**src/common/eeprom_defines.svh**
```systemverilog
`ifndef EEPROM_DEFINES_SVH
`define EEPROM_DEFINES_SVH

// channel count and its index width
`define NUM_CH 4
`define CH_W 2

// byte address into a 2 KB part
`define ADDR_W 11

`define DATA_W 8

// CLK cycles per SCL half period
`define SCL_HALF 4

`endif
```
**src/common/eeprom_pkg.sv**
```systemverilog
`default_nettype none

`include "eeprom_defines.svh"

package eeprom_pkg;

    typedef struct packed {
        logic               rd;
        logic [`CH_W-1:0]   chan;
        logic [`ADDR_W-1:0] addr;
        logic [`DATA_W-1:0] wdata;
    } eeprom_req_t;

    typedef struct packed {
        logic               rd;
        logic [`ADDR_W-1:0] addr;
        logic [`DATA_W-1:0] wdata;
    } chan_req_t;

    typedef struct packed {
        logic [`CH_W-1:0]   chan;
        logic               rd;
        logic [`ADDR_W-1:0] addr;
        logic [`DATA_W-1:0] rdata;
        logic               nack;
    } eeprom_rsp_t;

    typedef struct packed {
        logic               rd;
        logic [`ADDR_W-1:0] addr;
        logic [`DATA_W-1:0] rdata;
        logic               nack;
    } chan_rsp_t;

    typedef enum logic [1:0] {
        START,
        STOP,
        TX_BYTE,
        RX_BYTE
    } bit_op_e;

    typedef struct packed {
        bit_op_e            op;
        logic [`DATA_W-1:0] tx;
        logic               ack;    // master ack after RX_BYTE, 1 pulls SDA low
    } bit_cmd_t;

    typedef struct packed {
        logic [`DATA_W-1:0] rx;
        logic               ack;    // 1 when the slave pulled SDA low
    } bit_res_t;

endpackage

`default_nettype wire

```
**src/design/eeprom_top.sv**
```systemverilog
`default_nettype none
`timescale 1ns/10ps

`include "eeprom_defines.svh"

module eeprom_top
    import eeprom_pkg::*;
(
    input  logic               CLK,
    input  logic               RESET,

    input  logic               req_valid,
    output logic               req_ready,
    input  eeprom_req_t        req,

    output logic               rsp_valid,
    input  logic               rsp_ready,
    output eeprom_rsp_t        rsp,

    output logic [`NUM_CH-1:0] scl,
    output logic [`NUM_CH-1:0] sda_pull,
    input  logic [`NUM_CH-1:0] sda_in
);

    logic [`NUM_CH-1:0]       ch_req_valid;
    logic [`NUM_CH-1:0]       ch_req_ready;
    chan_req_t                ch_req;     // shared by all channels
    logic [`NUM_CH-1:0]       ch_rsp_valid;
    logic [`NUM_CH-1:0]       ch_rsp_ready;
    chan_rsp_t [`NUM_CH-1:0]  ch_rsp;

    eeprom_cmd_dispatch u_dispatch (
        .CLK          (CLK),
        .RESET        (RESET),
        .req_valid    (req_valid),
        .req_ready    (req_ready),
        .req          (req),
        .ch_req_valid (ch_req_valid),
        .ch_req_ready (ch_req_ready),
        .ch_req       (ch_req)
    );

    for (genvar i = 0; i < `NUM_CH; i++)
    begin : g_ch
        eeprom_ctrl u_ctrl (
            .CLK       (CLK),
            .RESET     (RESET),
            .req_valid (ch_req_valid[i]),
            .req_ready (ch_req_ready[i]),
            .req       (ch_req),
            .rsp_valid (ch_rsp_valid[i]),
            .rsp_ready (ch_rsp_ready[i]),
            .rsp       (ch_rsp[i]),
            .scl       (scl[i]),
            .sda_pull  (sda_pull[i]),
            .sda_in    (sda_in[i])
        );
    end

    eeprom_resp_collect u_collect (
        .CLK          (CLK),
        .RESET        (RESET),
        .ch_rsp_valid (ch_rsp_valid),
        .ch_rsp_ready (ch_rsp_ready),
        .ch_rsp       (ch_rsp),
        .rsp_valid    (rsp_valid),
        .rsp_ready    (rsp_ready),
        .rsp          (rsp)
    );

endmodule

`default_nettype wire

```
**src/design/eeprom_resp_collect.sv**
```systemverilog
`default_nettype none
`timescale 1ns/10ps

`include "eeprom_defines.svh"

module eeprom_resp_collect
    import eeprom_pkg::*;
(
    input  logic                     CLK,
    input  logic                     RESET,

    input  logic [`NUM_CH-1:0]       ch_rsp_valid,
    output logic [`NUM_CH-1:0]       ch_rsp_ready,
    input  chan_rsp_t [`NUM_CH-1:0]  ch_rsp,

    output logic                     rsp_valid,
    input  logic                     rsp_ready,
    output eeprom_rsp_t              rsp
);

    logic [`CH_W-1:0] ptr;     // last channel granted
    logic [`CH_W-1:0] gnt_idx;
    logic             gnt_found;
    logic             load_en;

    assign load_en = !rsp_valid || rsp_ready;

    // search starts one past the last grant
    always_comb
    begin
        logic [`CH_W-1:0] idx;
        gnt_found = 1'b0;
        gnt_idx   = ptr;
        for (int k = 1; k <= `NUM_CH; k++)
        begin
            idx = `CH_W'((int'(ptr) + k) % `NUM_CH);
            if (!gnt_found && ch_rsp_valid[idx])
            begin
                gnt_found = 1'b1;
                gnt_idx   = idx;
            end
        end
    end

    always_comb
    begin
        ch_rsp_ready = '0;
        if (load_en && gnt_found)
            ch_rsp_ready[gnt_idx] = 1'b1;
    end

    always_ff @(posedge CLK)
    begin
        if (RESET)
        begin
            rsp_valid <= 1'b0;
            ptr       <= `CH_W'(`NUM_CH - 1);   // channel 0 first
        end
        else if (load_en && gnt_found)
        begin
            rsp_valid <= 1'b1;
            ptr       <= gnt_idx;
        end
        else if (rsp_ready)
            rsp_valid <= 1'b0;
    end

    always_ff @(posedge CLK)
    begin
        if (load_en && gnt_found)
        begin
            rsp.chan  <= gnt_idx;
            rsp.rd    <= ch_rsp[gnt_idx].rd;
            rsp.addr  <= ch_rsp[gnt_idx].addr;
            rsp.rdata <= ch_rsp[gnt_idx].rdata;
            rsp.nack  <= ch_rsp[gnt_idx].nack;
        end
    end

    a_rsp_hold: assert property (
        @(posedge CLK) disable iff (RESET)
        (rsp_valid && !rsp_ready) |=> (rsp_valid && $stable(rsp))
    )
    else
        $error("response changed under back-pressure");

endmodule

`default_nettype wire

```
**src/eeprom_ctrl/eeprom_ctrl.sv**
```systemverilog
`default_nettype none
`timescale 1ns/10ps

`include "eeprom_defines.svh"

module eeprom_ctrl
    import eeprom_pkg::*;
(
    input  logic      CLK,
    input  logic      RESET,

    input  logic      req_valid,
    output logic      req_ready,
    input  chan_req_t req,

    output logic      rsp_valid,
    input  logic      rsp_ready,
    output chan_rsp_t rsp,

    output logic      scl,
    output logic      sda_pull,
    input  logic      sda_in
);

    typedef enum logic [3:0] {
        S_IDLE,
        S_START,
        S_CTRL,
        S_ADDR,
        S_DATA,
        S_RSTART,
        S_CTRL_RD,
        S_READ,
        S_STOP,
        S_RESP
    } state_e;

    state_e             state;
    logic               issued;     // command handed to the engine, result pending
    logic               nack_q;
    chan_req_t          req_q;
    logic [`DATA_W-1:0] rdata_q;

    logic               cmd_valid;
    logic               cmd_ready;
    bit_cmd_t           cmd;
    logic               res_valid;
    bit_res_t           res;
    logic [2:0]         blk;

    assign blk = req_q.addr[`ADDR_W-1 -: 3];

    // one bit-engine command per phase
    always_comb
    begin
        cmd.op  = START;
        cmd.tx  = '0;
        cmd.ack = 1'b0;    // single byte read ends with NACK
        case (state)
            S_START,
            S_RSTART:  cmd.op = START;
            S_CTRL:
            begin
                cmd.op = TX_BYTE;
                cmd.tx = {4'b1010, blk, 1'b0};
            end
            S_ADDR:
            begin
                cmd.op = TX_BYTE;
                cmd.tx = req_q.addr[7:0];
            end
            S_DATA:
            begin
                cmd.op = TX_BYTE;
                cmd.tx = req_q.wdata;
            end
            S_CTRL_RD:
            begin
                cmd.op = TX_BYTE;
                cmd.tx = {4'b1010, blk, 1'b1};
            end
            S_READ:    cmd.op = RX_BYTE;
            S_STOP:    cmd.op = STOP;
            default:   cmd.op = START;
        endcase
    end

    assign cmd_valid = (state != S_IDLE) && (state != S_RESP) && !issued;
    assign req_ready = (state == S_IDLE);
    assign rsp_valid = (state == S_RESP);

    assign rsp.rd    = req_q.rd;
    assign rsp.addr  = req_q.addr;
    assign rsp.rdata = rdata_q;
    assign rsp.nack  = nack_q;

    always_ff @(posedge CLK)
    begin
        if (RESET)
        begin
            state  <= S_IDLE;
            issued <= 1'b0;
            nack_q <= 1'b0;
        end
        else
        begin
            if (cmd_valid && cmd_ready)
                issued <= 1'b1;

            case (state)
                S_IDLE:
                begin
                    if (req_valid)
                    begin
                        req_q   <= req;
                        rdata_q <= '0;
                        nack_q  <= 1'b0;
                        state   <= S_START;
                    end
                end
                S_RESP:
                begin
                    if (rsp_ready)
                        state <= S_IDLE;
                end
                default:
                begin
                    if (res_valid)
                    begin
                        issued <= 1'b0;
                        case (state)
                            S_START:   state <= S_CTRL;
                            S_RSTART:  state <= S_CTRL_RD;
                            S_READ:
                            begin
                                rdata_q <= res.rx;
                                state   <= S_STOP;
                            end
                            S_STOP:    state <= S_RESP;
                            default:   // a sent byte, check the slave ack
                            begin
                                if (!res.ack)
                                begin
                                    nack_q <= 1'b1;
                                    state  <= S_STOP;   // abort
                                end
                                else if (state == S_CTRL)
                                    state <= S_ADDR;
                                else if (state == S_ADDR)
                                    state <= req_q.rd ? S_RSTART : S_DATA;
                                else if (state == S_CTRL_RD)
                                    state <= S_READ;
                                else
                                    state <= S_STOP;
                            end
                        endcase
                    end
                end
            endcase
        end
    end

    eeprom_bit_engine u_bit_engine (
        .CLK       (CLK),
        .RESET     (RESET),
        .cmd_valid (cmd_valid),
        .cmd_ready (cmd_ready),
        .cmd       (cmd),
        .res_valid (res_valid),
        .res       (res),
        .scl       (scl),
        .sda_pull  (sda_pull),
        .sda_in    (sda_in)
    );

    // every command must find the engine idle
    a_no_overlap: assert property (
        @(posedge CLK) disable iff (RESET)
        cmd_valid |-> cmd_ready
    )
    else
        $error("command offered while the bit engine is busy");

endmodule

`default_nettype wire

```
**src/eeprom_ctrl/eeprom_bit_engine.sv**
```systemverilog
`default_nettype none
`timescale 1ns/10ps

`include "eeprom_defines.svh"

module eeprom_bit_engine
    import eeprom_pkg::*;
(
    input  logic     CLK,
    input  logic     RESET,

    input  logic     cmd_valid,
    output logic     cmd_ready,
    input  bit_cmd_t cmd,

    output logic     res_valid,
    output bit_res_t res,

    output logic     scl,
    output logic     sda_pull,
    input  logic     sda_in
);

    localparam int PERIOD = 2 * `SCL_HALF;
    localparam int CNT_W  = $clog2(PERIOD);

    // positions inside one SCL period, low half first
    localparam logic [CNT_W-1:0] MID_LO = CNT_W'(`SCL_HALF / 2);
    localparam logic [CNT_W-1:0] RISE   = CNT_W'(`SCL_HALF - 1);
    localparam logic [CNT_W-1:0] MID_HI = CNT_W'(`SCL_HALF + `SCL_HALF / 2);
    localparam logic [CNT_W-1:0] LAST   = CNT_W'(PERIOD - 1);

    logic               busy;
    bit_op_e            op_q;
    logic [CNT_W-1:0]   cnt;
    logic [3:0]         bit_cnt;    // 8 is the ack slot
    logic [`DATA_W-1:0] sh;
    logic               mack;
    logic               ack_q;
    logic               last_slot;
    logic               ack_slot;

    assign cmd_ready = !busy;
    assign ack_slot  = (bit_cnt == 4'(`DATA_W));
    assign last_slot = (op_q == START) || (op_q == STOP) || ack_slot;

    assign res.rx  = sh;
    assign res.ack = ack_q;

    always_ff @(posedge CLK)
    begin
        if (RESET)
        begin
            busy      <= 1'b0;
            cnt       <= '0;
            bit_cnt   <= '0;
            scl       <= 1'b1;    // idle bus
            sda_pull  <= 1'b0;
            res_valid <= 1'b0;
        end
        else
        begin
            res_valid <= 1'b0;
            if (!busy)
            begin
                if (cmd_valid)
                begin
                    busy    <= 1'b1;
                    cnt     <= '0;
                    bit_cnt <= '0;
                    op_q    <= cmd.op;
                    sh      <= cmd.tx;
                    mack    <= cmd.ack;
                    scl     <= 1'b0;
                end
            end
            else
            begin
                cnt <= cnt + 1'b1;
                if (cnt == RISE)
                    scl <= 1'b1;

                if (cnt == MID_LO)    // SDA moves only with SCL low here
                begin
                    case (op_q)
                        START:   sda_pull <= 1'b0;
                        STOP:    sda_pull <= 1'b1;
                        TX_BYTE:
                        begin
                            sda_pull <= ack_slot ? 1'b0 : !sh[`DATA_W-1];
                            if (!ack_slot)
                                sh <= {sh[`DATA_W-2:0], 1'b0};
                        end
                        default: sda_pull <= ack_slot ? mack : 1'b0;
                    endcase
                end

                if (cnt == MID_HI)
                begin
                    case (op_q)
                        START:   sda_pull <= 1'b1;   // SDA falls, SCL high
                        STOP:    sda_pull <= 1'b0;   // SDA rises, SCL high
                        TX_BYTE:
                        begin
                            if (ack_slot)
                                ack_q <= !sda_in;
                        end
                        default:
                        begin
                            if (ack_slot)
                                ack_q <= mack;
                            else
                                sh <= {sh[`DATA_W-2:0], sda_in};
                        end
                    endcase
                end

                if (cnt == LAST)
                begin
                    cnt <= '0;
                    if (last_slot)
                    begin
                        busy      <= 1'b0;    // SCL left high
                        res_valid <= 1'b1;
                    end
                    else
                    begin
                        bit_cnt <= bit_cnt + 1'b1;
                        scl     <= 1'b0;
                    end
                end
            end
        end
    end

    a_sda_stable: assert property (
        @(posedge CLK) disable iff (RESET)
        (scl && $past(scl) && !(busy && (op_q == START || op_q == STOP)))
            |-> $stable(sda_pull)
    )
    else
        $error("SDA changed while SCL was high");

endmodule

`default_nettype wire

```
**src/design/eeprom_cmd_dispatch.sv**
```systemverilog
`default_nettype none
`timescale 1ns/10ps

`include "eeprom_defines.svh"

module eeprom_cmd_dispatch
    import eeprom_pkg::*;
(
    input  logic              CLK,
    input  logic              RESET,

    input  logic              req_valid,
    output logic              req_ready,
    input  eeprom_req_t       req,

    output logic [`NUM_CH-1:0] ch_req_valid,
    input  logic [`NUM_CH-1:0] ch_req_ready,
    output chan_req_t         ch_req
);

    // one-hot valid from the channel field
    always_comb
    begin
        ch_req_valid = '0;
        for (int i = 0; i < `NUM_CH; i++)
        begin
            if (req.chan == `CH_W'(i))
                ch_req_valid[i] = req_valid;
        end
    end

    assign req_ready = ch_req_ready[req.chan];   // busy channel stalls the host

    // shared payload, channel field dropped
    assign ch_req.rd    = req.rd;
    assign ch_req.addr  = req.addr;
    assign ch_req.wdata = req.wdata;

    a_one_target: assert property (
        @(posedge CLK) disable iff (RESET)
        $onehot0(ch_req_valid)
    )
    else
        $error("dispatch drives more than one channel valid");

    // host must hold its request while the addressed channel is busy
    a_req_hold: assert property (
        @(posedge CLK) disable iff (RESET)
        (req_valid && !req_ready) |=> (req_valid && $stable(req))
    )
    else
        $error("host request changed before it was accepted");

endmodule

`default_nettype wire

```
**config.mk**
```make
export PLATFORM = sky130hd
export DESIGN_NAME = eeprom_top
export DESIGN_NICKNAME = d
export VERILOG_FILES = /design/src/common/eeprom_pkg.sv /design/src/design/eeprom_top.sv /design/src/design/eeprom_resp_collect.sv /design/src/eeprom_ctrl/eeprom_ctrl.sv /design/src/eeprom_ctrl/eeprom_bit_engine.sv /design/src/design/eeprom_cmd_dispatch.sv
export VERILOG_INCLUDE_DIRS = /design/src /design/src/common
export SDC_FILE = /design/constraint.sdc
export NUM_CORES = 1
export LEC_CHECK = 0
export ABC_CLOCK_PERIOD_IN_PS = 3910
export BUFFER_PORTS_ARGS = -buffer_cell sky130_fd_sc_hd__buf_2
export CORE_UTILIZATION = 55
export DETAILED_ROUTE_END_ITERATION = 7
export PLACE_DENSITY = 0.73
export SKIP_CTS_REPAIR_TIMING = 1
export SLEW_MARGIN = 10
export SYNTH_ARGS = -nofsm -noshare
export SYNTH_HDL_FRONTEND = slang
export SYNTH_SLANG_ARGS = --single-unit
```
**constraint.sdc**
```tcl
create_clock -name CLK -period 3.91 [get_ports CLK]
set_clock_uncertainty 0.05 [all_clocks]
set_input_delay 0.1955 -clock CLK [delete_from_list [all_inputs] [get_ports CLK]]
set_output_delay 0.1955 -clock CLK [all_outputs]
set_load 0.1 [all_outputs]
```
==> insert_results.sql <==
INSERT INTO impl_metrics (metric_group, metric, value, unit) VALUES
('global_route', 'grt_antenna_before_repair', '0', ''),
('setup_path', 'worstPathArrival', '2910', 'ps'),
('global_route', 'groute.usage.overall', '26.4', '%'),
('finish', 'finish.net_count', '1211', ''),
('sta', 'setup_total_negative_slack', '0', 'ps'),
('setup_path', 'reg2reg_launch_point', 'g_ch[2].u_ctrl.state[3]', ''),
('cts', 'numCtsBuffers', '26', ''),
('finish', 'fill_cells', '1723', ''),
('setup_path', 'timing.critical_path.fanout_max', '20', ''),
('setup_path', 'crit_path_max_incr_delay', '950', 'ps'),
('power_and_ir_drop', 'power.leakage', '4.95', 'nW'),
('setup_path', 'worst_setup_path_end_kind', 'output pin', ''),
('setup_path', 'number_of_cells_on_the_worst_reg_to_reg_path', '8', ''),
('flow_run', 'maxCapViolCount', '0', ''),
('sta', 'grt_setup_unrepaired', 'false', ''),
('sta', 'fmaxAchievable', '317', 'MHz'),
('placed_design', 'place_hpwl', '21.5', 'mm'),
('sta', 'max_slew.worst_pin.slew', '1110', 'ps'),
('floorplan', 'rows', '54', ''),
('floorplan', 'num_io_pins', '63', ''),
('sta', 'max-slew-margin-rel', '25.9', '%'),
('finish', 'post-route-cell-area', '13900', 'um^2'),
('floorplan', 'die-area', '22900', 'um^2'),
('route', 'route.vias.total', '8767', ''),
('route', 'drt_pass1_iterations', '6', ''),
('route', 'post_drt_via_cell_ratio', '6.08', ''),
('setup_path', 'cp.buffers_inverters', '1', ''),
('yosys', 'synthCells', '1068', ''),
('cts', 'clk_pin_slew', '70', 'ps'),
('sta', 'report.final.setup_viol', '0', ''),
('yosys', 'syn_nets', '1138', ''),
('yosys', 'synth_warnings', '0', ''),
('hold_path', 'worstHoldStart', 'req_valid', ''),
('yosys', 'async_reset_ff_share', '0', '%'),
('yosys', 'synth_enable_flop_cells', '179', ''),
('route', 'detail_route.wirelength', '30.2', 'mm'),
('finish', 'diodes', '0', ''),
('sta', 'slew_viol_final', '0', ''),
('setup_path', 'reg2reg_setup_slack', '940', 'ps'),
('cts', 'cts.root.buffer_cell', 'sky130_fd_sc_hd__clkbuf_16', ''),
('setup_path', 'path_delay_family', 'simple AND/OR/NAND/NOR gates', ''),
('route', 'wl_per_cell', '20.9', 'um'),
('sta', 'final_hold_viol_count', '0', ''),
('route', 'initialDrtViolationCount', '935', ''),
('setup_path', 'cpMaxStageDelayCell', 'sky130_fd_sc_hd__nor4_2', ''),
('finish', 'area.sequential', '6800', 'um^2'),
('cts', 'cts_tree', 'built', ''),
('yosys', 'synth.lib_cells_used.distinct', '78', ''),
('yosys', 'dominantRegCellSynth', 'sky130_fd_sc_hd__edfxtp_1', ''),
('floorplan', 'design.core.area', '21800', 'um^2'),
('sta', 'layout_min_cycle_time', '3160', 'ps'),
('cts', 'cts_max_level', '1', ''),
('global_route', 'first_global_vias', '8127', ''),
('power_and_ir_drop', 'power.density', '521', 'nW/um^2'),
('finish', 'multiInputGateArea', '4960', 'um^2'),
('yosys', 'synth_sequential_area_ratio', '55.4', '%'),
('yosys', 'syn_area', '12300', 'um^2'),
('floorplan', 'die_outline_width', '151', 'um'),
('placed_design', 'weighted_congestion_reported_at_the_end_of_routability_driven_placement', '0.949', ''),
('global_route', 'globalRoute.totalOverflow', '0', ''),
('setup_path', 'timing.critical_path.from_type', 'flip-flop', ''),
('floorplan', 'initial_core_utilization', '56.2', '%'),
('yosys', 'syn-mean-instance-area', '11.5', 'um^2'),
('global_route', 'largest_net_degree_at_the_start_of_global_routing', '27', ''),
('placed_design', 'postPlaceCellArea', '12800', 'um^2'),
('hold_path', 'hold_path_depth', '4', ''),
('route', 'ant_nets', '0', ''),
('sta', 'post-route-period-util', '80.7', '%'),
('cts', 'cts_num_sinks', '250', ''),
('outcome', 'run_status', 'finished, final reports clean', ''),
('global_route', 'grt_pass1_wl', '45.5', 'mm');
[synth_stat cells (13+ instances only)]
master,number,area share (%)
sky130_fd_sc_hd__nor2b_1,33,1.7
sky130_fd_sc_hd__o22ai_1,17,0.87
sky130_fd_sc_hd__nor4_1,17,0.87
sky130_fd_sc_hd__inv_1,55,1.7
sky130_fd_sc_hd__mux4_2,21,3.9
sky130_fd_sc_hd__o21ai_0,29,1.2
sky130_fd_sc_hd__nor2_1,98,3.0
sky130_fd_sc_hd__a21oi_1,64,2.6
sky130_fd_sc_hd__clkbuf_1,41,1.3
sky130_fd_sc_hd__nand2_1,61,1.9
sky130_fd_sc_hd__nor3_1,46,1.9
sky130_fd_sc_hd__a22o_1,18,1.3
sky130_fd_sc_hd__nand3_1,32,1.3
sky130_fd_sc_hd__and2_1,15,0.76
sky130_fd_sc_hd__a22oi_1,13,0.80
sky130_fd_sc_hd__ha_1,40,4.1
sky130_fd_sc_hd__dfxtp_1,71,12
sky130_fd_sc_hd__mux2i_1,28,2.3
sky130_fd_sc_hd__edfxtp_1,179,44
[how the worst max path moves through the flow]
stage | startpoint | end | slack [ps] | cells past startpoint
after global routing | g_ch[3].u_ctrl.state[1] | req_ready | 600 | 3
final | g_ch[3].u_ctrl.state[1] | req_ready | 750 | 3
after global placement | g_ch[2].u_ctrl.state[3] | g_ch[3].u_ctrl.state[1] | 1020 | 8
after CTS | g_ch[3].u_ctrl.state[1] | req_ready | 780 | 3
after detailed placement | g_ch[2].u_ctrl.state[3] | g_ch[3].u_ctrl.state[1] | 970 | 8
after floorplan | g_ch[3].u_ctrl.state[2] | g_ch[3].u_ctrl.rdata_q[0] | 1160 | 4
[where the power goes]
group	internal [mW]	leakage, nW	switching (mW)	total, mW
combinational	0.507	2.34	0.916	1.42
clock	1.30	0.393	1.06	2.37
sequential	3.15	2.22	0.288	3.44
total	4.96	4.95	2.27	7.23
[worst register-to-register path: cells and delay by family (launching register included)]
family / cells / cell delay [ps]
DFF: 1 / 590
and+or+nand+nor: 1 / 610
AOI/OAI and AO/OA: 5 / 1130
buffers and inverters: 2 / 510
[cells in the final DEF, fill, tap and decap left out, types with 7 or more instances in the layout]
| cell | Yosys | layout |
|---|---|---|
| sky130_fd_sc_hd__edfxtp_1 | 179 | 179 |
| sky130_fd_sc_hd__nor2_1 | 98 | 94 |
| sky130_fd_sc_hd__dfxtp_1 | 71 | 71 |
| sky130_fd_sc_hd__a21oi_1 | 64 | 64 |
| sky130_fd_sc_hd__buf_2 | 6 | 62 |
| sky130_fd_sc_hd__nand2_1 | 61 | 61 |
| sky130_fd_sc_hd__inv_1 | 55 | 55 |
| sky130_fd_sc_hd__nor3_1 | 46 | 46 |
| sky130_fd_sc_hd__ha_1 | 40 | 40 |
| sky130_fd_sc_hd__nor2b_1 | 33 | 33 |
| sky130_fd_sc_hd__nand3_1 | 32 | 32 |
| sky130_fd_sc_hd__o21ai_0 | 29 | 29 |
| sky130_fd_sc_hd__mux2i_1 | 28 | 28 |
| sky130_fd_sc_hd__clkbuf_16 | 0 | 26 |
| sky130_fd_sc_hd__dlygate4sd3_1 | 0 | 25 |
| sky130_fd_sc_hd__buf_4 | 9 | 23 |
| sky130_fd_sc_hd__mux4_2 | 21 | 21 |
| sky130_fd_sc_hd__a22o_1 | 18 | 18 |
| sky130_fd_sc_hd__o22ai_1 | 17 | 17 |
| sky130_fd_sc_hd__nor4_1 | 17 | 16 |
| sky130_fd_sc_hd__and2_1 | 15 | 15 |
| sky130_fd_sc_hd__a22oi_1 | 13 | 13 |
| sky130_fd_sc_hd__nand2b_1 | 11 | 11 |
| sky130_fd_sc_hd__xor2_1 | 9 | 9 |
| sky130_fd_sc_hd__nand3b_1 | 9 | 9 |
| sky130_fd_sc_hd__clkinv_2 | 0 | 9 |
| sky130_fd_sc_hd__a221oi_1 | 8 | 8 |
| sky130_fd_sc_hd__nand4_1 | 8 | 8 |
| sky130_fd_sc_hd__o31ai_1 | 7 | 7 |
| sky130_fd_sc_hd__a2bb2oi_1 | 7 | 7 |
[cells by family after synthesis]
| group | synth area share [%] |
|---|---|
| and+or+nand+nor | 15.0 |
| DFF | 55.4 |
| AOI/OAI and AO/OA | 13.2 |
| buffers and inverters | 4.38 |
| muxes | 6.72 |
| adders and majority gates | 4.24 |
| xor gates and xnor gates | 1.07 |
[area by class of cell]
type / count / share of cell area, %
flip-flops and latches: 250 / 49.0
multi-input cells: 694 / 35.7
well taps: 280 / 2.53
clock buffers: 29 / 4.77
inverters: 59 / 1.60
clock inverters: 19 / 1.10
repair buffers: 110 / 5.29
[metrics by stage]
stage / cells / setup slack, ps / hold slack (ps) / utilization, % / total power [mW]
floorplan: 1068 / 1160 / 244 / - / 4.47
global placement: 1368 / 1020 / 370 / 58.7 / 4.85
detailed placement: 1368 / 969 / 367 / 58.7 / 4.88
CTS: 1416 / 775 / -185 / 62.4 / 7.23
global route: 1441 / 601 / 161 / 63.6 / 7.51
finish: 1441 / 753 / 119 / 63.6 / 7.23
[per-layer routing]
layer | global-route usage [%] | up-vias | part of all wire, %
li1 | - | 4166 | -
met1 | 37.2 | 4185 | 43
met2 | 39.9 | 356 | 46
met3 | 6.27 | 60 | 8.1
met4 | 8.85 | 0 | 2.9
met5 | 0 | - | 0
[state kept, by name (all words and copies together) (netlist names), 8 cells and up, named ones only]
register	cells
g_ch.u_ctrl.rdata_q	32
g_ch.u_ctrl.req_q	32
g_ch.u_ctrl.rsp	48
g_ch.u_ctrl.state	16
g_ch.u_ctrl.u_bit_engine.bit_cnt	16
g_ch.u_ctrl.u_bit_engine.cnt	12
g_ch.u_ctrl.u_bit_engine.op_q	8
g_ch.u_ctrl.u_bit_engine.sh	28
u_collect.rsp	23
Power figures use the tool's default switching activity.
